<file path="src/hdl/videoTypes.sv">
`default_nettype none

package videoTypes;

   // CPU address map.
   localparam logic [15:0] VRAM_BASE = 16'h8000;
   localparam int VRAM_BITS = 13;
   localparam logic [15:0] OAM_BASE = 16'hFE00;
   localparam int OAM_BYTES = 160;
   localparam int OAM_BITS = 8;
   localparam logic [15:0] REG_BASE = 16'hFF40;
   localparam int REG_COUNT = 8;

   // Register slots relative to REG_BASE.
   localparam logic [2:0] REG_LCDC = 3'd0;
   localparam logic [2:0] REG_STAT = 3'd1;
   localparam logic [2:0] REG_SCY = 3'd2;
   localparam logic [2:0] REG_SCX = 3'd3;
   localparam logic [2:0] REG_LY = 3'd4;
   localparam logic [2:0] REG_BGP = 3'd7;

   // Background maps, as VRAM offsets.
   localparam logic [12:0] MAP0_OFFSET = 13'h1800;
   localparam logic [12:0] MAP1_OFFSET = 13'h1C00;

   // Two bytes per tile row, eight rows.
   localparam int TILE_BYTES = 16;

   localparam int DEFAULT_LINES = 144;
   localparam int DEFAULT_WIDTH = 160;

   // Encoded as in the STAT register low bits.
   typedef enum logic [1:0] {
      modeHblank = 2'd0,
      modeVblank = 2'd1,
      modeDrawing = 2'd3
   } StatMode;

endpackage

`default_nettype wire

</file>
<file path="src/hdl/lcdRegisters.sv">
`timescale 1ns/1ps
`default_nettype none

module lcdRegisters
   import videoTypes::*;
(
   input  logic       db,
   input  logic       reset,
   input  logic       regWe,
   input  logic [2:0] regIndex,
   input  logic [7:0] wrData,
   output logic [7:0] regRdData,
   output logic       lcdOn,
   output logic       mapSelect,
   output logic [7:0] scrollY,
   output logic [7:0] scrollX,
   output logic [7:0] palette,
   input  logic [7:0] line,
   input  StatMode    mode
);

   logic [7:0] lcdc;
   logic [7:0] scy;
   logic [7:0] scx;
   logic [7:0] bgp;

   always_ff @(posedge db) begin
      if (reset) begin
         lcdc <= 8'h91;
         scy <= 8'h00;
         scx <= 8'h00;
         bgp <= 8'hFC;
      end else if (regWe) begin
         // STAT and LY are read-only here.
         case (regIndex)
            REG_LCDC: lcdc <= wrData;
            REG_SCY: scy <= wrData;
            REG_SCX: scx <= wrData;
            REG_BGP: bgp <= wrData;
            default: ;
         endcase
      end
   end

   // Registered like the memories, one cycle behind regIndex.
   always_ff @(posedge db) begin
      case (regIndex)
         REG_LCDC: regRdData <= lcdc;
         REG_STAT: regRdData <= {6'b100000, mode};
         REG_SCY: regRdData <= scy;
         REG_SCX: regRdData <= scx;
         REG_LY: regRdData <= line;
         REG_BGP: regRdData <= bgp;
         default: regRdData <= 8'hFF;
      endcase
   end

   assign lcdOn = lcdc[7];
   // Bit 3 picks the 9C00h map.
   assign mapSelect = lcdc[3];
   assign scrollY = scy;
   assign scrollX = scx;
   assign palette = bgp;

endmodule

`default_nettype wire

</file>
<file path="config.mk">
export PLATFORM = sky130hd
export DESIGN_NAME = lcdRegisters
export DESIGN_NICKNAME = d
export VERILOG_FILES = /design/src/hdl/videoTypes.sv /design/src/hdl/lcdRegisters.sv
export SDC_FILE = /design/constraint.sdc
export NUM_CORES = 1
export LEC_CHECK = 0
export ABC_AREA = 1
export BUFFER_PORTS_ARGS = -buffer_cell sky130_fd_sc_hd__buf_2
export CORE_MARGIN = 4
export CORE_UTILIZATION = 40
export CTS_BUF_LIST = sky130_fd_sc_hd__clkbuf_16
export DETAILED_ROUTE_END_ITERATION = 8
export PLACE_DENSITY = 0.72
export RECOVER_POWER = 50
export REMOVE_ABC_BUFFERS = 1
export SYNTH_ARGS = -nofsm -noshare
export SYNTH_HDL_FRONTEND = slang
export SYNTH_SLANG_ARGS = --single-unit
</file>
<file path="constraint.sdc">
create_clock -name db -period 1.3 [get_ports db]
set_input_delay 0.065 -clock db [delete_from_list [all_inputs] [get_ports db]]
set_output_delay 0.065 -clock db [all_outputs]
set_load 0.005 [all_outputs]
</file>
After elaboration in Yosys (flattened, before gate mapping)
Cells that the tools add are included.

Register bits: 40. Input bits: 24. Output and inout bits: 34. Word-level logic and storage cells: 16.

Eq/ne operators: 5. Mux-type cells: 1. Reduce and logical (&&, ||, !) cells: 5.

Operators by type and width (count): $pmux 8 s6 (1); $reduce_and 2->1 (4); $eq 3x2->1 const B (2); $eq 3x3->1 const B (2); $eq 3x1->1 const B (1); $logic_not 3->1 (1).

Logic depth before layout (Yosys ltp)
Depth in word-level cells: 2. Depth in mapped cells: 8. Mapped depth without buffers: 6.

Worst setup path before layout
OpenSTA, ideal clock, no wires.

Path type: input to register. From: in regIndex[2]. To: reg bgp[2], in the netlist palette[2]. Setup time: 0.122 ns. Arrival time: 0.734 ns. Required time: 1.178 ns. Slack: 0.444 ns. Cell stages on the path: 5. Path buffers: 2. Path through: buf_4 -> buf_4 -> nand4_1 -> nand2_1 -> nand3_1.

Longest elaborated chain between the ends: 2.

Ends and longest elaborated chain: from (decl) (line lcdRegisters.sv:10) `input logic [2:0] regIndex,`; $eq 3x3->1 (line lcdRegisters.sv:35) `case (regIndex)`; $reduce_and 2->1 (no source line); to (signal assigned) (line lcdRegisters.sv:39) `REG_BGP: bgp <= wrData;`; to (decl) (line lcdRegisters.sv:25) `logic [7:0] bgp;`.

No other way between the ends. A chain may end at the register's enable or synchronous reset.

Final worst setup path
From: in regIndex[0]. To: reg regRdData[6].

Longest elaborated chain between the ends: 2. Elaborated cells between the ends (all ways): 7. Classes of those cells: 5 x eq/ne; 1 x mux; 1 x reduce/logical.

Ends and longest elaborated chain: $eq 3x3->1, or another cell as far along (line lcdRegisters.sv:47) `case (regIndex)`; $pmux 8 s6 * (line lcdRegisters.sv:47); to (signal assigned) (line lcdRegisters.sv:48) `REG_LCDC: regRdData <= lcdc;`; to (signal assigned) (line lcdRegisters.sv:49) `REG_STAT: regRdData <= {6'b100000, mode};`; to (signal assigned) (line lcdRegisters.sv:50) `REG_SCY: regRdData <= scy;`; to (decl) (line lcdRegisters.sv:12) `output logic [7:0] regRdData,`.

Mark *: on every way between the ends. The rest lies on a longest branch, timed or not.

==> results.sh <==
export IMPL_syn_area_per_cell_um2=6.814
export IMPL_drive_above_1_share_pct=19.94
export IMPL_start_util_pct=42.16
export IMPL_finalHoldViolations=0
export IMPL_slew_violations=0
export IMPL_p_int_w=0.002125
export IMPL_p_seq_share_pct=45.8
export IMPL_grt_max_degree=29
export IMPL_netlist_top_cell_by_area="dfxtp_1"
export IMPL_post_cts_resized=0
export IMPL_power_share_clock_pct=41.1
export IMPL_start_kind="input pin"
export IMPL_mostFrequentLayoutCells="nand2_1 (95), nor2_1 (50), buf_2 (44)"
export IMPL_max_freq_ghz=0.9873
export IMPL_path_clk_slew_ns=0.06
export IMPL_peakVddDrop_uv=717.6
export IMPL_yosys_warnings=0
export IMPL_p_switching_w=0.0007541
export IMPL_rsz0062_at_grt="no"
export IMPL_dpl_cell_count=415
export IMPL_arrival_ns=1.24
export IMPL_tightestPinTransition_ns=0.4967
export IMPL_gp_congestion=0.8976
export IMPL_insertion_delay_ns=0.28
export IMPL_ys_types=20
export IMPL_chipWidth_um=79.25
export IMPL_fin_crit_sh_pct=77.91
export IMPL_critPathCaptureType="register"
export IMPL_p_per_area_mw_per_mm2=1168
export IMPL_ys_ff_latch=40
export IMPL_synth_top_area_share_pct=39.43
export IMPL_layout_min_cycle_time_ns=1.013
export IMPL_via_count=2011
export IMPL_wl_mm=5.449
export IMPL_cp_required_ns=1.53
export IMPL_place_port_buffers=57
export IMPL_cts_htree_levels=2
export IMPL_antennaDiodeCount=0
export IMPL_ys_seq_area_share_pct=39.43
export IMPL_fp_dieH_um=79.25
export IMPL_route_detailed_drc=0
export IMPL_drtAntennaViolNets=0
export IMPL_syn_area_mm2=0.002031
export IMPL_clock_sinks=40
export IMPL_io_pins=58
export IMPL_grt_pass1_vias=1789
export IMPL_vias_per_cell=4.754
export IMPL_cts_tree="yes"
export IMPL_synth_area_leaders="dfxtp_1 (39%), nand2_1 (18%), nor2_1 (9.2%)"
export IMPL_switching_share_pct=26.19
export IMPL_area_growth_pct=21.38
export IMPL_core_rowCount=25
export IMPL_worst_setup_path_type="in2reg"
export IMPL_first_pass_iters=4
export IMPL_core_area_mm2=0.004817
export IMPL_postCtsSetupRepairBufs=0
export IMPL_setup_tns_ns=0
export IMPL_die_area_mm2=0.006281
export IMPL_postSynthCellCount=298
export IMPL_cts_buffer_depth=2
export IMPL_grt_first_pass_wirelength_mm=8.832
export IMPL_grt_usage_pct=18.07
export IMPL_dp_hpwl_mm=3.837
export IMPL_drt_iter0_drc=102
export IMPL_layout_cells_non_filler=423
export IMPL_wl_per_cell_um=12.88
export IMPL_outcome="completed"
export IMPL_p_leak_nw=1.324
export IMPL_relSlewSlack_pct=66.84
export IMPL_critPathMaxFanout=16
export IMPL_hold_path_class="in2reg"
export IMPL_cts_hold_buf=0
export IMPL_cap_violations=0
export IMPL_cts_root_buf="clkbuf_16"
export IMPL_finClkSkew_ns=0.002064
export IMPL_grt_ovfl_total=0
export IMPL_comb_power_share_pct=13.1
export IMPL_antenna_found_initial=0
export IMPL_cts_made_buffers=5
export IMPL_setup_viol=0
export IMPL_fin_nets=379
export IMPL_final_common_cell="nand2_1"
-- cells by family after synthesis --
logic type,Yosys count,share of synthesized area (%)
buf+inv,48,12.14
flops,40,39.43
simple gates,200,45.96
compound gates,10,2.465
-- worst max-delay path, stage by stage --
cell and delay [ns]:
clkbuf_2 0.28, buf_4 0.27, nor2_8 0.17, nand2_1 0.15, o21ai_0 0.18, inv_1 0.06
nand2_1 0.06
-- synthesized netlist by cell type --
master    instances
nand3_1          29
buf_6             5
buf_2             6
nor2_8            3
nand2_1          95
o21ai_0           6
nand4_1          16
inv_2             1
inv_1            31
nand3_2           1
a21oi_1           4
dfxtp_1          40
nor2_1           50
clkbuf_8          1
nor3_1            1
nand2_4           2
clkbuf_1          1
buf_4             3
nor2_4            1
nand3_4           2
-- final cells by class --
class                   count  area, µm²
flip-flops and latches     40      800.8
clock buffers               5      125.1
well taps                  67      83.83
fillers                   505       2352
repair buffers             66      337.8
clock inverters             3      13.76
inverters                  32      120.1
multi-input cells         210      983.4
-- registers in the layout, indices dropped and copies added (netlist names) --
| signal | flops |
|---|---|
| scrollX | 8 |
| scrollY | 8 |
| lcdc | 8 |
| palette | 8 |
| regRdData | 8 |
-- final timing paths --
kind,start,end,slack (ns),cells after the start
setup / recovery,regIndex[0],regRdData[6],0.29,7
hold / removal,reset,scrollY[2],0.02,2
setup reg to reg,scrollX[7],regRdData[7],0.51,4
hold reg to reg,lcdc[0],lcdc[0],0.49,2
-- power by group through the flow --
stage / Clock (W) / Sequential (W) / Combinational, W
2_1_floorplan: 0 / 0.00135 / 0.000163
3_3_place_gp: 0 / 0.00134 / 0.000381
3_5_place_dp: 0 / 0.00134 / 0.000382
4_1_cts: 0.00120 / 0.00132 / 0.000385
5_1_grt: 0.00127 / 0.00132 / 0.000424
6_report: 0.00118 / 0.00132 / 0.000378
-- stage by stage --
step | area (µm²) | hold slack (ns) | utilization, % | power (W) | setup WS [ns]
after floorplan | 1904 | 0.1341 | - | 0.001511 | 0.5715
after global placement | 2341 | 0.3216 | 48.60 | 0.001725 | 0.1168
after detailed placement | 2341 | 0.3172 | 48.60 | 0.001725 | 0.1075
after CTS | 2480 | 0.02128 | 51.48 | 0.002906 | 0.4011
after global routing | 2465 | 0.02963 | 51.17 | 0.003022 | 0.1928
final | 2465 | 0.02497 | 51.17 | 0.002880 | 0.2871
-- layer usage --
layer	vias up	share of wire, %	global-route usage [%]
li1	1047	-	-
met1	888	41	22.63
met2	71	50	30.64
met3	5	7.3	3.855
met4	0	1.5	6.186
met5	-	0	0
No activity file was read; power rests on OpenSTA's default activity.
