[config.mk]
export PLATFORM = sky130hd
export DESIGN_NAME = busDecoder
export DESIGN_NICKNAME = d
export VERILOG_FILES = /design/src/hdl/videoTypes.sv /design/src/hdl/busDecoder.sv
export SDC_FILE = /design/constraint.sdc
export NUM_CORES = 1
export LEC_CHECK = 0
export BUFFER_PORTS_ARGS = -buffer_cell sky130_fd_sc_hd__buf_2
export CAP_MARGIN = 20
export CORE_UTILIZATION = 32
export DETAILED_ROUTE_END_ITERATION = 7
export GPL_ROUTABILITY_DRIVEN = 1
export GPL_TIMING_DRIVEN = 0
export MAX_ROUTING_LAYER = met4
export PLACE_DENSITY = 0.87
export SLEW_MARGIN = 20
export SYNTH_ARGS = -nofsm -noshare
export SYNTH_HDL_FRONTEND = slang
export SYNTH_SLANG_ARGS = --single-unit
[constraint.sdc]
create_clock -name db -period 2.09 [get_ports db]
set_input_delay 0.1045 -clock db [delete_from_list [all_inputs] [get_ports db]]
set_output_delay 0.1045 -clock db [all_outputs]
set_load 0.01 [all_outputs]
[src/hdl/videoTypes.sv]
`default_nettype none

package videoTypes;

   // CPU address map.
   localparam logic [15:0] VRAM_BASE = 16'h8000;
   localparam int VRAM_BITS = 13;
   localparam logic [15:0] OAM_BASE = 16'hFE00;
   localparam int OAM_BYTES = 160;
   localparam int OAM_BITS = 8;
   localparam logic [15:0] REG_BASE = 16'hFF40;
   localparam int REG_COUNT = 8;

   // Register slots relative to REG_BASE.
   localparam logic [2:0] REG_LCDC = 3'd0;
   localparam logic [2:0] REG_STAT = 3'd1;
   localparam logic [2:0] REG_SCY = 3'd2;
   localparam logic [2:0] REG_SCX = 3'd3;
   localparam logic [2:0] REG_LY = 3'd4;
   localparam logic [2:0] REG_BGP = 3'd7;

   // Background maps, as VRAM offsets.
   localparam logic [12:0] MAP0_OFFSET = 13'h1800;
   localparam logic [12:0] MAP1_OFFSET = 13'h1C00;

   // Two bytes per tile row, eight rows.
   localparam int TILE_BYTES = 16;

   localparam int DEFAULT_LINES = 144;
   localparam int DEFAULT_WIDTH = 160;

   // Encoded as in the STAT register low bits.
   typedef enum logic [1:0] {
      modeHblank = 2'd0,
      modeVblank = 2'd1,
      modeDrawing = 2'd3
   } StatMode;

endpackage

`default_nettype wire

[src/hdl/busDecoder.sv]
`timescale 1ns/1ps
`default_nettype none

module busDecoder
   import videoTypes::*;
(
   input  logic        db,
   input  logic        reset,
   input  logic [15:0] addr,
   input  logic        wrStrobe,
   input  logic        rdStrobe,
   output logic        vramWe,
   output logic        oamWe,
   output logic        regWe,
   output logic [12:0] cpuOffset,
   output logic [2:0]  regIndex,
   input  logic [7:0]  vramRdData,
   input  logic [7:0]  oamRdData,
   input  logic [7:0]  regRdData,
   output logic [7:0]  rdData,
   output logic        rdValid
);

   localparam int VRAM_END = int'(VRAM_BASE) + 2 ** VRAM_BITS;
   localparam int OAM_END = int'(OAM_BASE) + OAM_BYTES;
   localparam int REG_END = int'(REG_BASE) + REG_COUNT;

   logic vramSel;
   logic oamSel;
   logic regSel;
   logic vramHit;
   logic oamHit;
   logic regHit;

   // Region windows, end exclusive.
   assign vramSel = (int'(addr) >= int'(VRAM_BASE)) && (int'(addr) < VRAM_END);
   assign oamSel = (int'(addr) >= int'(OAM_BASE)) && (int'(addr) < OAM_END);
   assign regSel = (int'(addr) >= int'(REG_BASE)) && (int'(addr) < REG_END);

   assign vramWe = wrStrobe && vramSel;
   assign oamWe = wrStrobe && oamSel;
   assign regWe = wrStrobe && regSel;

   // Both memories take the low address bits.
   assign cpuOffset = addr[VRAM_BITS-1:0];
   assign regIndex = addr[2:0];

   // Remember where the read landed.
   always_ff @(posedge db) begin
      if (reset) begin
         rdValid <= 1'b0;
         vramHit <= 1'b0;
         oamHit <= 1'b0;
         regHit <= 1'b0;
      end else begin
         rdValid <= rdStrobe;
         vramHit <= rdStrobe && vramSel;
         oamHit <= rdStrobe && oamSel;
         regHit <= rdStrobe && regSel;
      end
   end

   // Every source is already registered, so the byte lines up with rdValid.
   always_comb begin
      if (vramHit) begin
         rdData = vramRdData;
      end else if (oamHit) begin
         rdData = oamRdData;
      end else if (regHit) begin
         rdData = regRdData;
      end else begin
         rdData = 8'hFF;
      end
   end

endmodule

`default_nettype wire

# Word-level counts from Yosys, hierarchy flattened
# Index checks and enable logic that the tools add are counted.
# W data, S select, Z words.
[word_totals]
register_bits = 4
latch_bits = 0
ramBits = 0
romBits = 0
out_inout_bits = 28
wordCells = 22
memories = 0
[op_classes]
add_sub_neg = 0
multipliers = 0
div_mod_pow = 0
order_cmp = 6
n_eq_ne = 0
shift = 0
mux = 3
bitwise_logic = 0
n_reduce_logical = 9
[op_table]
columns = ["operator", "count"]
rows = [
  ["$ge A16 B16 Y1 const B", 3],
  ["$lt A16 B16 Y1 const B", 3],
  ["$mux W8", 3],
  ["$logic_and A1 B1 Y1", 9],
]

# Longest topological paths before layout
# Gate-level depths: netlist (run 1).
[depth]
ltp_word = 3
depth_mapped = 4

# Worst setup path before layout (run 1)
# OpenSTA, ideal clock, no wires.
[synth_timing]
path_kind = "register -> output"
from = "register oamHit"
to = "output port rdData[0]"
arrival_ns = 1.075
slack_ns = 0.910
path_stages_with_launch = 4
path_buffers = 1
cell_sequence = "dfxtp_1 > clkbuf_1 > nor3b_1 > o31ai_1"
[synth_via]
elab_chain_cells = 2
[synth_lines]
columns = ["item", "line", "text"]
rows = [
  ["start, declared", "busDecoder.sv:32", "logic oamHit;"],
  ["start signal, assigned", "busDecoder.sv:58", "oamHit <= rdStrobe && oamSel;"],
  ["$mux W8", "busDecoder.sv:67", "end else if (oamHit) begin"],
  ["$mux W8", "busDecoder.sv:65", "if (vramHit) begin"],
  ["end, declared", "busDecoder.sv:20", "output logic [7:0] rdData,"],
]
# Every way passes these cells.

# Final worst setup path (run 1)
[layout_timing]
from = "register vramHit"
to = "output port rdData[1]"
[layout_via]
elab_chain_cells = 1
[layout_lines]
columns = ["item", "line", "text"]
rows = [
  ["start, declared", "busDecoder.sv:31", "logic vramHit;"],
  ["start signal, assigned", "busDecoder.sv:57", "vramHit <= rdStrobe && vramSel;"],
  ["$mux W8", "busDecoder.sv:65", ""],
]
# Every way passes these cells.

==> results.md, run 1 <==
Status:
- The run finished with clean final reports.

Placed design:
- The pre-CTS worst setup slack is 0.640 ns.
- Buffers placed on the I/O ports in this run total 68.
- Once detailed placement completed, the half-perimeter wirelength came to 1350 um.
- Counting tap cells, the placed design contains a total of 155 instances.
- Routability-driven placement finished with a final weighted congestion of 0.694.

Power and ir drop:
- Overall power consumption after layout is estimated at 0.281 mW.
- The internal portion of total power is 0.207 mW.
- The power share of the sequential group is 27.9%.
- The switching power as a share of total power is 26.4%.
- The leakage power summed over all cells is 0.459 nW.
- Summed over all nets, the switching power comes to 0.0741 mW.
- The part of the power in combinational logic is 38.3%.
- In this run the power density over the cells is 311 mW/mm^2.
- The worst-case IR drop observed on VDD is 0.000200 V.
- The power share of the clock group is 33.8%.

Clock tree:
- The tree is rooted in a sky130_fd_sc_hd__clkbuf_4.
- Clock-pin slew was measured on the worst setup and hold paths at 0.04 ns.
- Clock tree synthesis inserted a total of 3 buffers.
- Buffers inserted to repair hold after CTS numbered 0.
- After clock tree synthesis, the setup repair step added 0 buffers.
- TritonCTS built the clock tree.
- The clock tree buffer depth is 2.
- CTS saw 4 sinks.
- The quantity of gates resized following cts is 0.
- The H-tree depth reported by CTS is 1.

Timing:
- The worst-margin pin slew is 0.407 ns.
- The clock period could shrink to 1.65 ns.
- The max-slew violation total from the final report is 0.
- The normalized max-slew margin is 72.9%.
- The final setup violation count is 0.
- The final hold violation count is 0.
- In the final timing run, aggregate negative setup slack is 0 ns.
- Setup repair after global routing left no endpoint under its margin.
- Derived from the worst setup path, the maximum achievable clock frequency is 0.607 GHz.
- Once routing completed, OpenROAD measured the worst setup slack at 0.442 ns.
- The final critical-path share of the clock period is 78.9%.

Yosys:
- Counting every instance in the synthesized netlist gives 71.
- The number of different library cells used by synthesis comes to 17.
- The number of nets in the synthesized netlist is 115.
- The total of warnings raised by yosys is 0.
- After synthesis the netlist holds a flip-flop and latch count of 4.
- The portion of the post-synthesis area used by sequential elements is 15.4%.
- The area of the mapped netlist is 520 um^2.
- The average instance in the mapped netlist occupies 7.33 um^2.

Final layout:
- In the layout the commonest cells are sky130_fd_sc_hd__buf_2 (68), sky130_fd_sc_hd__buf_4 (16), sky130_fd_sc_hd__nor2b_1 (9).
- Leaving out fill and tap cells, the most frequent cell in the layout is sky130_fd_sc_hd__buf_2.
- At the end of the flow the core is filled with cells to 60.0%.
- The layout has 147 filler cells.
- The non-filler instance count after layout is 158.
- The layout-stage area growth over the synthesis result is 73.6%.
- The net count of the finished layout is 188.
- The count of antenna diodes in the layout is 0.
- Of the cells placed in the final design, the portion with a size suffix greater than 1 is 62.0%.

GRT:
- Entering global routing, the biggest net connects 11 pins.
- For this run, global-route usage on met2 was measured as 36.3%.
- The number of global-route vias before repair is 715.
- For this run the aggregate overflow at the end of global routing stands at 0.
- The initial antenna violation count was 0.
- The first-pass GRT wire length is 2660 um.
- The global-route total usage across every layer is 18.8%.
- Global routing consumed, on the met1 layer, 19.2% of the routing resources.
- met2 is the most crowded layer.
- In the global route stage, met3 resource usage came out at 3.88%.

Setup path:
- The type of the worst setup path is flop to output pin.
- Grouping stages by cell kind, the critical path spends the most delay in buffers and inverters.
- For the worst setup path, the data arrival time is 1.54 ns.
- The largest single stage delay on the critical path is 0.38 ns.
- The type of destination of the critical path is an output pin.
- The launching element type of the critical path is a flop.
- Traced cell by cell, the critical path runs through clkbuf_1, clkbuf_1, nand2_1, o31ai_1, buf_2.
- The number of buffers and inverters on the critical path is 3.
- In this run the worst path has a maximum fanout of 10.
- The critical path starts at vramHit.
- The master of the slowest instance on the critical path is sky130_fd_sc_hd__clkbuf_1.
- The required time at the endpoint of the critical path is 1.99 ns.
- The critical path's most frequent cell is sky130_fd_sc_hd__clkbuf_1.

Detailed routing:
- The final wirelength is 1580 um.
- In the routed design, unresolved DRC markers number 0.
- The first-pass iteration count of the detailed router is 4.
- In the routed layout, each cell is associated on average with a via count of 4.87.
- The violation count after the first detailed-route iteration is 10.
- After detailed routing, the average wire length per cell comes to 9.98 um.
- The antenna violation net count after detailed routing is 0.
- The routed layout has 770 vias.

Die:
- The core box area is 0.00151 mm^2.
- The number of rows in the core area is 14.
- The I/O pin count is 72.
- From bottom edge to top edge, the die measures 42.3 um.
- The die covers 0.00179 mm^2.
- The width of the die is 42.3 um.
- The initial utilization of the core area, before any placement, comes to 34.6%.

Worst hold path:
- The worst hold path belongs to the class input pin to flop.
- The critical hold path startpoint is reset.

Run:
- The max-capacitance violation count is 0.
routing by layer:
layer	wire, um	share of wire [%]
met5	0	0
met4	0	0
met3	185	12
met2	746	47
met1	645	41
synthesized netlist by cell type:
cell type                  number  area share, %
sky130_fd_sc_hd__and3_1         2            2.4
sky130_fd_sc_hd__buf_4         16             23
sky130_fd_sc_hd__clkbuf_1       3            2.2
sky130_fd_sc_hd__dfxtp_1        4             15
sky130_fd_sc_hd__nand2_1        8            5.8
sky130_fd_sc_hd__nand2b_1       1            1.2
sky130_fd_sc_hd__nand3_1        1           0.96
sky130_fd_sc_hd__nand4_1        2            2.4
sky130_fd_sc_hd__nor2_1         1           0.72
sky130_fd_sc_hd__nor2b_1        9             11
sky130_fd_sc_hd__nor3b_1        8             12
sky130_fd_sc_hd__nor4_1         4            4.8
sky130_fd_sc_hd__o21a_1         1            1.4
sky130_fd_sc_hd__o31ai_1        8             12
sky130_fd_sc_hd__or3b_2         1            1.7
sky130_fd_sc_hd__or4b_1         1            1.9
sky130_fd_sc_hd__or4bb_1        1            2.2
final timing paths:
| path | end | slack, ns | cells after the start |
|---|---|---|---|
| setup / recovery | rdData[1] | 0.44 | 5 |
| hold / removal | rdValid | 0.07 | 2 |
layout make-up:
| class | instances | area (um^2) | share of cell area (%) |
|---|---|---|---|
| clock buffers | 3 | 22.5 | 2.49 |
| multi-input cells | 48 | 309 | 34.2 |
| plain buffers | 19 | 131 | 14.5 |
| well taps | 16 | 20.0 | 2.22 |
| repair buffers | 68 | 340 | 37.7 |
| flip-flops and latches | 4 | 80.1 | 8.86 |
registers in the layout (all words and copies together) (netlist names):
signal	cells
oamHit	1
rdValid	1
regHit	1
vramHit	1
power by group through the flow:
| stage | clock network (mW) | logic [mW] | registers [mW] |
|---|---|---|---|
| after floorplan | 0 | 0.0450 | 0.0802 |
| after global placement | 0 | 0.105 | 0.0796 |
| after detailed placement | 0 | 0.108 | 0.0796 |
| after CTS | 0.0987 | 0.108 | 0.0784 |
| after global routing | 0.103 | 0.117 | 0.0784 |
| final | 0.0949 | 0.108 | 0.0784 |
cells by family after synthesis:
logic type | count (synthesis) | share of synthesized area, %
simple gates | 39 | 46.4
buf+inv | 19 | 25.2
compound gates | 9 | 13.0
flops | 4 | 15.4
per-stage QoR:
stage	cell area, um^2	hold WS, ns
floorplan	520	0.184
global placement	881	0.301
detailed placement	881	0.306
CTS	903	0.0602
global route	903	0.0732
finish	903	0.0710
(Power assumes the default switching activity.)
==> run 2, diff against run 1 <==
Settings changed: CORE_UTILIZATION 32 to 27, PLACE_DENSITY 0.87 to 0.78.
Clock period 2.09 ns to 1.45 ns, I/O delays scaled along.
==> run 2 against run 1 <==
- design area grew 0.83%
- clock power grew 43%
- sequential cell count is the same
- clock-buffer cell count unchanged
- first-iteration DRC count is 10% higher
- total power up 44%
- combinational power up 43%
- via count down 4.0%
- non-clock buffer count decreased by 2
- sequential power up 45%
- critical endpoint is now rdData[2]
- largest power group unchanged
==> results.md, run 2 (synthesized netlist as in run 1, its figures left out) <==
Setup path:
- Walking the worst path, the cells encountered are nor3b_1, o31ai_1, buf_2.
- Among cell families on the critical path, the largest total delay comes from flip-flops.
- The worst setup path is launched from a flop.
- The stage delay of the slowest cell on the critical path is 0.45 ns.
- Together, buffers and inverters on the worst path number 1.
- The maximum fanout along the worst path is 16.
- The largest individual stage delay along the critical path comes from the cell sky130_fd_sc_hd__dfxtp_2.
- The type of destination of the critical path is an output pin.
- At the worst endpoint, the required time is 1.38 ns.
- The type of the worst setup path is flop to output pin.
- The timing startpoint of the critical path is oamHit.
- For the worst setup path, the data arrival time is 1.20 ns.

Placed design:
- The placed wire-length estimate after detailed placement is 1370 um.
- The final weighted congestion of routability-driven global placement is 0.734.
- The total of buffers placed on input and output ports is 68.
- The pre-CTS worst setup slack is 0.0910 ns.

Die:
- The number of rows in the core area is 15.
- The floorplan step defined a core boundary enclosing 0.00176 mm^2.
- The total die area is 0.00211 mm^2.
- For this configuration, the core starts out at a cell density of 29.5%.
- Measured along the y axis, the die boundary spans 45.9 um.
- The width of the die is 45.9 um.
- 72 I/O pins were placed.

GRT:
- After global routing the overflow that remains totals 0.
- For this run, the total global-route usage over all layers was measured as 15.7%.
- Entering global routing, the biggest net connects 17 pins.
- The number of global-route vias before repair came to 614.
- The first global-routing pass estimated 2330 um of wire.
- The initial antenna violation count is 0.

Timing:
- The final hold violation count is 0.
- The maximum achievable frequency is 0.788 GHz.
- The minimum clock period is 1.27 ns.
- Setup slack on the critical path of the routed design comes to 0.180 ns.
- The final critical-path share of the clock period is 87.6%.
- The final sum of negative setup slack is 0 ns.
- The max-slew violation total from the final report came to 0.
- The normalized max-slew margin is 84.8%.
- Setup repair after global routing left no endpoint under its margin.
- The final setup violation count is 0.
- The worst-margin pin slew is 0.226 ns.

Final layout:
- The layout-stage area growth over the synthesis result is 75.0%.
- For this run, the post-layout net count is 186.
- The count of antenna diodes in the layout is 0.
- In the layout the commonest cells are sky130_fd_sc_hd__buf_2 (69), sky130_fd_sc_hd__buf_4 (16), sky130_fd_sc_hd__nor2b_1 (9).
- The fraction of layout cells with a size suffix above 1 is 65.0%.
- The most frequent standard cell in the layout excluding fill and tap cells is sky130_fd_sc_hd__buf_2.

Run:
- The max-capacitance violation count is 0.

Power and ir drop:
- Dividing total power by cell area gives a power density of 444 mW/mm^2.
- The leakage power summed over all cells is 0.462 nW.
- Total power for the finished layout comes to 0.404 mW.
- VDD sags by at most 0.000321 V.

Worst hold path:
- The worst hold path terminates at rdValid.
- The path class of the tightest hold or removal check is input pin to flop.
- In this run the most critical hold path is launched from reset.
- The worst hold path stage count is 2.

Detailed routing:
- Once detail routing completed, the nets flagged for antenna violations numbered 0.
- For this run, design rule violations remaining after detail routing come to 0.
- The wire length per cell after detailed routing is 9.51 um.
- For this block, the routed nets add up to 1570 um of wire.
- The detailed router placed 739 vias in this run.
- The first-pass iteration count of the detailed router is 4.
- The violation count after the first detailed-route iteration is 11.
- The via density per instance is 4.48.

Clock tree:
- The number of CTS-inserted buffers is 3.
- CTS built an H-tree with a depth of 1.
- CTS saw 4 sinks.
- TritonCTS built the clock tree.
- The clock tree buffer depth is 2.
- The number of hold buffers added after CTS is 0.
- Once the clock tree was built, the setup fixing pass inserted 0 buffers.
- The CTS root buffer is sky130_fd_sc_hd__clkbuf_4.
- After clock tree synthesis, the clock-pin slew on the worst setup and hold paths is 0.04 ns.

Status:
- The flow ran to the end, and the final reports show no timing, DRC or antenna violations.
-- run 2: cell types whose count changed in the layout (fill, tap and decap cells not counted), sizes merged --
cell	previous run	this run
buf	84	85
clkbuf	6	3
-- run 2: area by class of cell --
cell class	instances	area, um^2
plain buffers	17	125
clock buffers	3	22.5
fillers	189	853
multi-input cells	48	309
flip-flops and latches	4	82.6
well taps	25	31.3
repair buffers	68	340
-- run 2: where the power goes --
part           total, mW  switching [mW]  internal, mW
Combinational      0.154          0.0611        0.0930
Sequential         0.114         0.00133         0.113
Clock              0.136          0.0434        0.0924
Total              0.404           0.106         0.298
-- run 2: metal layers --
metal | up-vias | global-route usage, % | routed length, um
met5 | - | - | 0
met4 | 0 | 7.06 | 6
met3 | 2 | 5.16 | 212
met2 | 56 | 27.3 | 720
met1 | 301 | 15.7 | 629
li1 | 380 | - | -
-- run 2: worst max path at each step --
stage / slack (ns) / cells after the start / to
finish: 0.18 / 3 / rdData[2]
global route: 0.04 / 3 / rdData[2]
CTS: 0.001 / 3 / rdData[2]
detailed placement: 0.09 / 5 / rdData[2]
global placement: 0.12 / 4 / rdData[7]
floorplan: 0.30 / 3 / rdData[0]
-- run 2: what timing repair did --
| item | in CTS | in global routing |
|---|---|---|
| pin swaps | 0 | 0 |
| endpoints found under the setup margin | 8 | 8 |
| resized for setup | 1 | 3 |
-- run 2: per-stage QoR --
step                cells  hold WS [ns]  area (um^2)  util, %
floorplan              71         0.152          520        -
global placement      164         0.266          892     50.6
detailed placement    164         0.284          892     50.6
CTS                   165        0.0356          908     51.5
global route          165        0.0390          911     51.6
finish                165        0.0467          911     51.6
