`src/hdl/videoTypes.sv`:
```
`default_nettype none

package videoTypes;

   // CPU address map.
   localparam logic [15:0] VRAM_BASE = 16'h8000;
   localparam int VRAM_BITS = 13;
   localparam logic [15:0] OAM_BASE = 16'hFE00;
   localparam int OAM_BYTES = 160;
   localparam int OAM_BITS = 8;
   localparam logic [15:0] REG_BASE = 16'hFF40;
   localparam int REG_COUNT = 8;

   // Register slots relative to REG_BASE.
   localparam logic [2:0] REG_LCDC = 3'd0;
   localparam logic [2:0] REG_STAT = 3'd1;
   localparam logic [2:0] REG_SCY = 3'd2;
   localparam logic [2:0] REG_SCX = 3'd3;
   localparam logic [2:0] REG_LY = 3'd4;
   localparam logic [2:0] REG_BGP = 3'd7;

   // Background maps, as VRAM offsets.
   localparam logic [12:0] MAP0_OFFSET = 13'h1800;
   localparam logic [12:0] MAP1_OFFSET = 13'h1C00;

   // Two bytes per tile row, eight rows.
   localparam int TILE_BYTES = 16;

   localparam int DEFAULT_LINES = 144;
   localparam int DEFAULT_WIDTH = 160;

   // Encoded as in the STAT register low bits.
   typedef enum logic [1:0] {
      modeHblank = 2'd0,
      modeVblank = 2'd1,
      modeDrawing = 2'd3
   } StatMode;

endpackage

`default_nettype wire

```
`src/hdl/lineRenderer.sv`:
```
`timescale 1ns/1ps
`default_nettype none

module lineRenderer
   import videoTypes::*;
#(
   parameter int LINES = DEFAULT_LINES,
   parameter int WIDTH = DEFAULT_WIDTH
) (
   input  logic        db,
   input  logic        reset,
   input  logic        drawLine,
   input  logic        lcdOn,
   input  logic        mapSelect,
   input  logic [7:0]  scrollY,
   input  logic [7:0]  scrollX,
   input  logic [7:0]  palette,
   output logic [12:0] renderAddr,
   input  logic [7:0]  renderData,
   output logic        pixelValid,
   output logic [1:0]  pixel,
   output logic        lineDone,
   output logic        renderComplete,
   output logic [7:0]  line,
   output StatMode     mode
);

   localparam int PIX_BITS = $clog2(WIDTH + 1);

   typedef enum logic [2:0] {
      stIdle,
      stMap,
      stLow,
      stHigh,
      stLoad,
      stShift,
      stDone
   } RenderState;

   RenderState state;
   logic [PIX_BITS-1:0] pixCount;
   logic [4:0] xCol;
   logic [2:0] bitIdx;
   logic [7:0] tileIndex;
   logic [7:0] lowRow;
   logic [7:0] highRow;
   logic [7:0] yPos;
   logic [12:0] mapBase;
   logic [1:0] raw;
   logic lastLine;

   assign yPos = scrollY + line;
   assign mapBase = mapSelect ? MAP1_OFFSET : MAP0_OFFSET;
   assign lastLine = (line == 8'(LINES - 1));

   // Memory answers one cycle after the address, so each state reads
   // what the previous one asked for.
   always_comb begin
      case (state)
         stMap: renderAddr = mapBase + 13'({yPos[7:3], xCol});
         stLow: renderAddr = 13'(renderData * TILE_BYTES) + 13'({yPos[2:0], 1'b0});
         stHigh: renderAddr = 13'(tileIndex * TILE_BYTES) + 13'({yPos[2:0], 1'b1});
         default: renderAddr = mapBase;
      endcase
   end

   // Leftmost pixel sits in bit 7.
   assign raw = {highRow[~bitIdx], lowRow[~bitIdx]};
   assign pixel = palette[{raw, 1'b0} +: 2];
   assign pixelValid = (state == stShift);
   assign lineDone = (state == stDone);
   assign renderComplete = lineDone && lastLine;

   always_ff @(posedge db) begin
      if (reset) begin
         state <= stIdle;
         line <= 8'd0;
         mode <= modeVblank;
      end else begin
         case (state)
            stIdle: begin
               if (drawLine && lcdOn) begin
                  mode <= modeDrawing;
                  state <= stMap;
               end
            end
            stMap: state <= stLow;
            stLow: state <= stHigh;
            stHigh: state <= stLoad;
            stLoad: state <= stShift;
            stShift: begin
               if (pixCount == PIX_BITS'(WIDTH - 1)) begin
                  state <= stDone;
               end else if (bitIdx == 3'd7) begin
                  state <= stMap;
               end
            end
            stDone: begin
               state <= stIdle;
               if (lastLine) begin
                  line <= 8'd0;
                  mode <= modeVblank;
               end else begin
                  line <= line + 8'd1;
                  mode <= modeHblank;
               end
            end
            default: state <= stIdle;
         endcase
      end
   end

   // Column and pixel bookkeeping.
   always_ff @(posedge db) begin
      case (state)
         stIdle: begin
            // First column starts at the fine scroll.
            xCol <= scrollX[7:3];
            bitIdx <= scrollX[2:0];
            pixCount <= '0;
         end
         stLow: tileIndex <= renderData;
         stHigh: lowRow <= renderData;
         stLoad: highRow <= renderData;
         stShift: begin
            pixCount <= pixCount + 1'b1;
            bitIdx <= bitIdx + 3'd1;
            if (bitIdx == 3'd7) begin
               xCol <= xCol + 5'd1;
            end
         end
         default: ;
      endcase
   end

endmodule

`default_nettype wire

```
`config.mk`:
```
export PLATFORM = sky130hd
export DESIGN_NAME = lineRenderer
export DESIGN_NICKNAME = d
export VERILOG_FILES = /design/src/hdl/videoTypes.sv /design/src/hdl/lineRenderer.sv
export SDC_FILE = /design/constraint.sdc
export NUM_CORES = 1
export LEC_CHECK = 0
export ABC_AREA = 1
export ABC_CLOCK_PERIOD_IN_PS = 1700
export BUFFER_PORTS_ARGS = -buffer_cell sky130_fd_sc_hd__buf_2
export CAP_MARGIN = 20
export CORE_ASPECT_RATIO = 1.25
export CORE_UTILIZATION = 49
export DETAILED_ROUTE_END_ITERATION = 10
export PLACE_DENSITY = 0.75
export SLEW_MARGIN = 5
export SYNTH_ARGS = -nofsm -noshare
export SYNTH_HDL_FRONTEND = slang
export SYNTH_SLANG_ARGS = --single-unit
```
`constraint.sdc`:
```
create_clock -name db -period 1.7 [get_ports db]
set_input_delay 0.17 -clock db [delete_from_list [all_inputs] [get_ports db]]
set_output_delay 0.17 -clock db [all_outputs]
set_load 0.1 [all_outputs]
```
Word level (Yosys, flattened, before mapping)
Cells that the tools add are included.

word-level totals
  register bits after elaboration = 53
  input port bits = 37

cells by class
  add/subtract/negate cells = 8
  order comparisons = 1
  shift-type cells = 1
  bitwise logic cells = 1
  multiplexer cells = 18
  eq/ne operators = 12
  reduce and logical (&&, ||, !) cells = 8

operator list
  operator                                            number
  case mux 13 bit (3 select lines)                    1
  adder 12 x 4 -> 13 bit                              2
  case mux 3 bit (6 select lines)                     1
  adder 8 x 1 -> 8 bit, second input constant         2
  == test 8 bit, second input constant                2
  case mux 8 bit (2 select lines)                     1
  adder 12 x 11 -> 13 bit                             1
  == test 3 bit, second input constant                4
  2-to-1 mux 11 bit                                   1
  case mux 5 bit (2 select lines)                     1
  2-to-1 mux 3 bit                                    3
  adder 8 bit                                         1
  2-to-1 mux 8 bit                                    1
  indexed part select 8 x 4 -> 2 bit                  1
  binary-select mux 1 bit (select 3 bit)              2
  == test 3 x 2 -> 1 bit, second input constant       2
  case mux 3 bit (2 select lines)                     1
  AND reduction 2 bit                                 3
  adder 5 x 1 -> 5 bit, second input constant         1
  2-to-1 mux 5 bit                                    1
  < comparator 3 x 4 -> 1 bit, second input constant  1
  case mux 2 bit (2 select lines)                     1
  nonzero test 2 bit                                  2
  adder 3 x 1 -> 3 bit, second input constant         1
  other kinds (9)                                     12

Depth between registers and ports, before layout
Gate-level depths: netlist (run 1).

  word-level depth = 4
  depth in mapped cells = 10
  gate-level depth less buffers = 9

Worst setup path before layout (run 1)
No wires, ideal clock.

  kind = flip-flop to output port
  from = register line[0]
  to = output port renderAddr[3]
  stages on the path, launching flop included = 5
  path buffers = 0
  data required time = 1.530 ns
  setup slack = -2.161 ns
  data arrival time = 3.691 ns
  path through = dfxtp_1 ha_1 fa_1 nor2_1 o21ai_0

on the way
  word-level cells in the longest chain between the ends = 3
  elaborated cells on any way between the ends = 4
  classes of those cells = 3 x add/sub; 1 x mux

RTL lines
  what                                       RTL line                                RTL
  start, declared                            lineRenderer.sv:24                      output logic [7:0] line,
  start signal, assigned                     lineRenderer.sv:104                     line <= line + 8'd1;
  adder 8 bit (*)                            lineRenderer.sv:52                      assign yPos = scrollY + line;
  adder 12 x 4 -> 13 bit (on tied branches)  lineRenderer.sv:62, lineRenderer.sv:61
  case mux 13 bit (3 select lines) (*)       lineRenderer.sv:59                      case (state)
  end, declared                              lineRenderer.sv:18                      output logic [12:0] renderAddr,

Every way passes the cells marked *; elsewhere a longest branch is shown, timed or not.

Worst setup path in the final report (run 1)
  from = register line[0]
  to = output port renderAddr[8]

on the way
  word-level cells in the longest chain between the ends = 3
  elaborated cells on any way between the ends = 5
  classes of those cells = 4 x add/sub; 1 x mux

RTL lines
  what                                            RTL line            RTL
  adder 8 bit (*)                                 lineRenderer.sv:52
  adder 12 x 4 -> 13 bit (tied with other cells)  lineRenderer.sv:62  stHigh: renderAddr = 13'(tileIndex * TILE_BYTES) + 13'({yPos[2:0], 1'b1});
  case mux 13 bit (3 select lines) (*)            lineRenderer.sv:59

Marks and branches as above.

==> flow_summary.toml, run 1 <==
[die]
die_y_um = 88.59
die-area_mm2 = 0.006314
start_util = 0.5086
pin_count = 65
die_x_um = 71.27
core_area_mm2 = 0.005779
placementRows = 31

[worst_setup_path]
crit_start = "line[0]"
r2r-start = "bitIdx[0]"
r2r_end = "xCol[1]"
critPathTopFamily = "simple AND/OR/NAND/NOR gates"
r2r_cells = 6
crit_path_start_kind = "flop"
path_class = "reg -> out"
crit_path_top_delay_cell = "dfxtp_4"
cp_num_cells = 10
path_buf_inv = 1
crit_top_cell = "nand2_1"
critical_path_arrival_ps = 2030
crit_path_cell_trace = "ha_4, fa_2, nand3_2, nand2_2, nand2_1, nand2_1, or2_4, nand3_4, nand2_8, buf_12"
path_max_fanout = 3
required_ps = 1530
end_kind = "primary output"
critPathMaxStageDelay_ps = 370
r2r_slack_ps = 80

[finish]
final_common_cell = "nand2_1"
area_growth_pct = 56.53
fin_cells = 515
drive_gt1_frac = 0.4744
nets = 498
antenna_cells = 0
mostFrequentLayoutCells = "nand2_1 (69), buf_2 (47), edfxtp_1 (40), inv_1 (36), buf_4 (35)"

[drt]
dr.pass1.iters = 7
routedWlPerCell_um = 15.86
drc_errors = 5
vias = 2823
drt-total-wl_um = 8169
via_per_inst = 5.482
drtAntennaViolNets = 0
detail_route.iter0.violations = 86

[power]
p_int_mw = 2.774
switching_share = 0.3977
pwr-share-comb = 0.457
power_density_mw_per_mm2 = 1001
leakagePower_nw = 2.020
power.switching_mw = 1.831
clkPwrFrac = 0.184
ir_worst_vdd_mv = 0.6230
seqPwrFrac = 0.359

[clock_tree]
h-tree-depth = 2
cts_tree = "done"
cts.sinks = 53
clockBufferDepth = 2
cts.clk_slew.worst_paths_ps = 90
clock-root-buffer = "clkbuf_8"
cts_buffers = 5
insertion_delay_ps = 300

[logic_synthesis]
ys_ff_latch = 53
ys_types = 36
synth_area_mm2 = 0.002939
synth_top_area_share = 0.4087
yosys.area.top_type = "edfxtp_1"
synth_area_per_cell_um2 = 8.747
ys_top_cells_by_area = "edfxtp_1 (41%), nand2_1 (12%), dfxtp_1 (8.9%), nand3_1 (6.3%), inv_1 (5.4%)"
syn-instance-count = 336
synth_fp_nets = 386
ys_warn_count = 0
seq_area_frac_synth = 0.4972

[global_route]
grt_pass1_wl_um = 12200
grt_antenna_before_repair = 0
grt_max_degree = 17
grt_use_total = 0.2521
grt.overflow.total = 0
first_global_vias = 2718

[worst_hold_path]
hold_start = "renderData[4]"
min-delay-path-class = "in -> reg"
hold_depth = 1
min_delay_worst_endpoint = "lowRow[4]"

[run_status]
violations = "design-rule violations, negative setup slack"
status = "complete, but fails checks"

[timing]
maxSlewViolCount = 0
setup_violations = 12
hold_violations = 0
holdWs_ps = 90.36
rsz0062_at_grt = "yes"
fin_crit_sh = 1.295
finClkSkew_ps = 6.912
fin_ws_ps = -500.8
relSlewSlack = 0.6773
min_period_ps = 2201
clock.fmax_ghz = 0.4544
worst_slew_pin_slew_ps = 487.5

[place]
port_buffers = 64
globalplace.congestion = 0.8996
dpl.hpwl_um = 5271
place_inst = 487

[run]
max_cap_violations = 0
==> cell families (layout without fill, tap and decap cells) <==
logic type	Yosys count	count (layout)	synth area share
buffers and inverters	50	163	0.06769
and+or+nand+nor	171	171	0.2678
adders and majority gates	13	13	0.05790
DFF	53	53	0.4972
xor gates and xnor gates	9	9	0.02682
AOI/OAI and AO/OA	40	40	0.08259
==> power by group through the flow <==
stage	logic (mW)	registers, mW	clock network (mW)
2_1_floorplan	1.17	1.68	0
3_3_place_gp	1.79	1.67	0
3_5_place_dp	1.83	1.68	0
4_1_cts	1.98	1.66	0.856
5_1_grt	2.21	1.67	0.897
6_report	2.11	1.65	0.848
==> how the worst max path moves through the flow <==
stage                     to  slack [ps]
2_1_floorplan  renderAddr[8]        -170
3_5_place_dp   renderAddr[8]        -140
5_1_grt        renderAddr[8]        -570
6_report       renderAddr[8]        -500
3_3_place_gp   renderAddr[8]        -110
4_1_cts        renderAddr[8]        -470
==> synth_stat cells, drive strengths merged <==
library cell	count
o22a	1
xnor2	4
a22oi	7
ha	12
dfxtp	13
nand2	96
buf	5
fa	1
nor3	7
nand3b	5
or2	4
inv	45
nor2	19
o211ai	1
nor3b	1
o21ai	13
xor2	5
nand4	2
a21o	1
a22o	2
a21boi	1
edfxtp	40
a21oi	12
a31oi	2
nand3	37
==> metal layers <==
layer  track usage  wire length (µm)  part of all wire  up-vias
met1        0.2719              3049              0.37     1343
met5             0                 0                 0        -
met2        0.4641              4371              0.54      103
met3       0.06036               453             0.055       27
met4        0.1218               295             0.036        0
li1              -                 -                 -     1350
==> metrics by stage <==
| stage | TNS (ps) | utilization | total power, mW | setup WS [ps] | cell area, µm² |
|---|---|---|---|---|---|
| global placement | -176.0 | 0.7028 | 3.467 | -112.6 | 4061 |
| global route | -3940 | 0.7961 | 4.781 | -571.4 | 4601 |
| floorplan | -734.2 | - | 2.852 | -166.2 | 3236 |
| CTS | -2607 | 0.7696 | 4.494 | -474.9 | 4448 |
| detailed placement | -281.8 | 0.7028 | 3.507 | -143.8 | 4061 |
| finish | -2934 | 0.7961 | 4.605 | -500.8 | 4601 |
==> layout make-up <==
type                       count  area [µm²]
fill                         333        1179
clock inverter                 2       38.79
sequential                    53        1500
clock buffer                   6       72.57
timing repair buffer         110       970.9
inverter                      45       178.9
multi-input combinational    233        1757
tap                           66       82.58
==> what timing repair did <==
action / in CTS / in global routing
pin swaps: 22 / 23
gates resized for setup: 50 / 20
hold buffers: 0 / 0
buffers inserted: 9 / 12
endpoints found under the setup margin: 15 / 20
==> sequential cells by signal (all words and copies together) (netlist names) <==
name,cells
line,8
xCol,5
state,3
tileIndex,8
bitIdx,3
lowRow,8
highRow,8
pixCount,8
mode,2
==> worst reg2reg max path: cells and delay by family, from the launching register on <==
kind	cells	cell delay [ps]
buffers and inverters	3	440
adders and majority gates	2	380
DFF	1	500
AOI/OAI and AO/OA	1	80
Note: power is estimated with default switching activity, not from simulation.
==> run 2: changes to the inputs <==
Settings changed: CORE_UTILIZATION 49 to 51, CTS_BUF_LIST from default to sky130_fd_sc_hd__clkbuf_2, PLACE_DENSITY 0.75 to 0.78.
==> flow_summary.toml, run 2 (synthesis results as in run 1) <==
[finish]
final_common_cell = "nand2_1"
nets = 525
fin_area_mm2 = 0.004928
fin_cells = 540
drive_gt1_frac = 0.5168
seq_area_mm2 = 0.001495
antenna_cells = 0
fillers = 219
multi_input_area_mm2 = 0.001862
mostFrequentLayoutCells = "nand2_1 (59), buf_2 (45), buf_4 (44), edfxtp_1 (40), inv_1 (33)"
post-route-util = 0.8993
area_growth_pct = 67.69

[run]
max_cap_violations = 0

[drt]
routedWlPerCell_um = 22.88
drc_errors = 0
drtAntennaViolNets = 0
drt-total-wl_um = 12360
via_per_inst = 6.224
detail_route.iter0.violations = 396
dr.pass1.iters = 6
vias = 3361

[worst_setup_path]
path_max_fanout = 3
end_kind = "primary output"
path_class = "reg -> out"
crit_path_start_kind = "flop"
crit_top_cell = "nand2_1"
r2r_cells = 8
critPathMaxStageDelay_ps = 430
required_ps = 1530
crit_path_cell_trace = "ha_4, fa_2, nand3_2, nand2_2, nand2_1, nand2_1, or2_4, nand3_4, nand2_8, buf_12"
critPathTopFamily = "simple AND/OR/NAND/NOR gates"
crit_path_top_delay_cell = "dfxtp_4"
path_buf_inv = 1
cp_num_cells = 10
critical_path_arrival_ps = 2280

[power]
power_density_mw_per_mm2 = 944.5
total_power_mw = 4.655
leakagePower_nw = 2.144
ir_worst_vdd_mv = 0.8021

[timing]
worst_slew_pin_slew_ps = 492.1
rsz0062_at_grt = "yes"
clock.fmax_ghz = 0.4085
fin_ws_ps = -748.1
hold_violations = 0
min_period_ps = 2448
tns_ps = -6122
relSlewSlack = 0.6742
finClkSkew_ps = 12.11
maxSlewViolCount = 0
fin_crit_sh = 1.440
setup_violations = 18

[global_route]
first_global_vias = 2995
grt_max_degree = 18
grt_use_total = 0.3130
grt.overflow.total = 0
grt_antenna_before_repair = 0
grt_pass1_wl_um = 14550

[place]
place_inst = 478
port_buffers = 64
dpl.hpwl_um = 5238
place_area_mm2 = 0.004004
globalplace.congestion = 0.8076

[die]
die_y_um = 86.88
pin_count = 65
start_util = 0.5363
die-area_mm2 = 0.006073
die_x_um = 69.90
core_area_mm2 = 0.005480
placementRows = 30

[run_status]
violations = "negative setup slack"
status = "complete, but fails checks"

[worst_hold_path]
hold_depth = 3
min-delay-path-class = "in -> reg"

[clock_tree]
h-tree-depth = 2
cts.sinks = 53
cts_buffers = 5
cts_tree = "done"
clockBufferDepth = 2
clock-root-buffer = "clkbuf_2"
cts.clk_slew.worst_paths_ps = 290
insertion_delay_ps = 450
## run 2: changes by cell type in the layout (fill, tap and decap cells not counted), moves of 3 or more
cell	previous run	this run
buf_4	35	44
buf_6	10	15
clkbuf_2	0	6
clkbuf_8	5	0
dlygate4sd3_1	0	14
inv_1	36	33
nand2_1	69	59
nand2_2	13	22
## run 2: final timing paths
path / slack (ps) / endpoint / startpoint
max: -750 / renderAddr[8] / line[0]
min: 50 / xCol[3] / scrollX[6]
max reg2reg: -10 / mode[0] / line[4]
min reg2reg: 560 / mode[1] / mode[1]
## run 2: metrics by stage
stage	setup slack, ps	hold slack [ps]
final	-748.1	47.75
after detailed placement	-147.6	405.2
after CTS	-661.1	3.505
after floorplan	-166.2	229.4
after global placement	-125.8	397.9
after global routing	-809.1	16.66
## run 2: routing by layer
metal  up-vias  global-route usage  routed length, µm
li1       1406                   -                  -
met1      1565              0.3270               3996
met2       299              0.5979               6541
met3        91             0.06019               1060
met4         0              0.1509                756
met5         -                   0                  0
## run 2: worst reg2reg max path: stages, from the launching register on
cell and delay [ps]:
dfxtp_4 420, buf_4 160, inv_1 90, nand4_1 200
buf_4 210, buf_4 140, o21ai_0 270, nand2_1 110
nand3_1 90
## run 2: repair_timing
action	in CTS	in global routing
hold buffers	13	1
pin swaps	31	32
endpoints found under the setup margin	22	24
resized for setup	76	37
endpoints found under the hold margin	30	1
setup buffers	28	10
cloned	2	0
## run 2: layout make-up
cell class,instances,share of cell area
clock buffers,6,0.006093
clock inverters,2,0.007870
inverters,45,0.03935
multi-input cells,233,0.3778
flip-flops and latches,53,0.3034
well taps,64,0.01625
repair buffers,136,0.2485
repair inverters,1,0.0007616
## run 2: power breakdown
group / switching [mW] / total (mW) / internal, mW
Combinational: 1.46 / 2.29 / 0.834
Clock: 0.432 / 0.690 / 0.258
Sequential: 0.128 / 1.67 / 1.55
==> run 3: changes to the inputs <==
Settings changed: MAX_ROUTING_LAYER from default to met4.
==> flow_summary.toml, run 3 (synthesis results as in run 1) <==
[run_status]
status = "complete, but fails checks"
violations = "negative setup slack"

[clock_tree]
cts.clk_slew.worst_paths_ps = 290
clockBufferDepth = 2
cts_buffers = 5
insertion_delay_ps = 450
clock-root-buffer = "clkbuf_2"
cts_tree = "done"
cts.sinks = 53
h-tree-depth = 2

[worst_hold_path]
hold_depth = 3
min_delay_worst_endpoint = "xCol[3]"
min-delay-path-class = "in -> reg"
hold_start = "scrollX[6]"

[global_route]
first_global_vias = 2993
grt.overflow.total = 0
grt_use_total = 0.3220
grt_antenna_before_repair = 0
grt_pass1_wl_um = 14520
grt_max_degree = 18

[timing]
hold_violations = 0
finClkSkew_ps = 13.99
setup_violations = 18
rsz0062_at_grt = "yes"
fin_ws_ps = -763.7
maxSlewViolCount = 0
holdWs_ps = 45.77
clock.fmax_ghz = 0.4059
relSlewSlack = 0.6745
min_period_ps = 2464
worst_slew_pin_slew_ps = 491.6
fin_crit_sh = 1.449

[finish]
area_growth_pct = 67.69
nets = 525
antenna_cells = 0
fin_cells = 540
post-route-util = 0.8993
fillers = 219
final_common_cell = "nand2_1"
mostFrequentLayoutCells = "nand2_1 (59), buf_2 (45), buf_4 (44), edfxtp_1 (40), inv_1 (33)"
drive_gt1_frac = 0.5168

[worst_setup_path]
r2r_cells = 8
r2r_end = "mode[0]"
crit_start = "line[0]"
crit_path_start_kind = "flop"
path_class = "reg -> out"
critical_path_arrival_ps = 2290
r2r-start = "line[4]"
required_ps = 1530
end_kind = "primary output"
path_max_fanout = 3
r2r_slack_ps = -20

[die]
die-area_mm2 = 0.006073
die_y_um = 86.88
placementRows = 30
die_x_um = 69.90
pin_count = 65
core_area_mm2 = 0.005480
start_util = 0.5363

[drt]
vias = 3335
drc_errors = 0
via_per_inst = 6.176
detail_route.iter0.violations = 396
routedWlPerCell_um = 22.90
drtAntennaViolNets = 0
drt-total-wl_um = 12370
dr.pass1.iters = 7

[place]
dpl.hpwl_um = 5238
port_buffers = 64
place_inst = 478
post-place-ws_ps = -147.6
globalplace.congestion = 0.8195

[power]
ir_worst_vdd_mv = 0.8005
leakagePower_nw = 2.144
power_density_mw_per_mm2 = 944.0
total_power_mw = 4.652

[run]
max_cap_violations = 0
==> run 3: cell counts in the layout (fill, tap and decap cells not counted) <==
No cell type changed its count.
==> run 3: metrics by stage <==
| stage | instance area, µm² | setup TNS, ps |
|---|---|---|
| floorplan | 3236 | -734.2 |
| global placement | 4004 | -210.2 |
| detailed placement | 4004 | -523.8 |
| CTS | 4693 | -4677 |
| global route | 4928 | -7034 |
| finish | 4928 | -6184 |
==> run 3: worst max-delay path by stage <==
stage	end	slack, ps	cells past startpoint
after floorplan	renderAddr[8]	-170	9
after global placement	renderAddr[8]	-130	10
after detailed placement	renderAddr[8]	-150	10
after CTS	renderAddr[8]	-660	10
after global routing	renderAddr[8]	-800	10
final	renderAddr[8]	-760	10
==> run 3: critical path, stage by stage, from the launching register on <==
cell     delay [ps]
dfxtp_4         430
ha_4            170
fa_2            370
nand3_2         100
nand2_2          70
nand2_1          80
nand2_1          70
or2_4           250
nand3_4          90
nand2_8          60
buf_12          160
==> run 3: per-layer routing <==
| layer | wire [µm] | part of all wire | vias to the layer above | track usage |
|---|---|---|---|---|
| met1 | 4088 | 0.33 | 1598 | 0.3293 |
| met4 | 711 | 0.057 | 0 | 0.1509 |
| li1 | - | - | 1408 | - |
| met3 | 940 | 0.076 | 76 | 0.05440 |
| met2 | 6627 | 0.54 | 253 | 0.5979 |
| met5 | 0 | 0 | - | - |
==> run 3: final cells by class <==
class | count | area, µm² | area share
clock buffer | 6 | 30.03 | 0.006093
clock inverter | 2 | 38.79 | 0.007870
inverter | 45 | 193.9 | 0.03935
multi-input combinational | 233 | 1862 | 0.3778
sequential | 53 | 1495 | 0.3034
tap | 64 | 80.08 | 0.01625
timing repair buffer | 136 | 1225 | 0.2485
timing repair inverter | 1 | 3.754 | 0.0007616
==> run 3: what timing repair did <==
| action | in CTS | in global routing |
|---|---|---|
| setup endpoints to repair | 22 | 24 |
| pin swaps | 31 | 32 |
| hold buffers | 13 | 1 |
| hold endpoints to repair | 30 | 1 |
| buffers inserted | 28 | 10 |
| cloned | 2 | 0 |
| resized for setup | 76 | 37 |
==> run 3: power by group <==
part | internal, mW | switching (mW) | total (mW)
logic | 0.834 | 1.46 | 2.29
registers | 1.55 | 0.129 | 1.67
clock network | 0.258 | 0.431 | 0.689
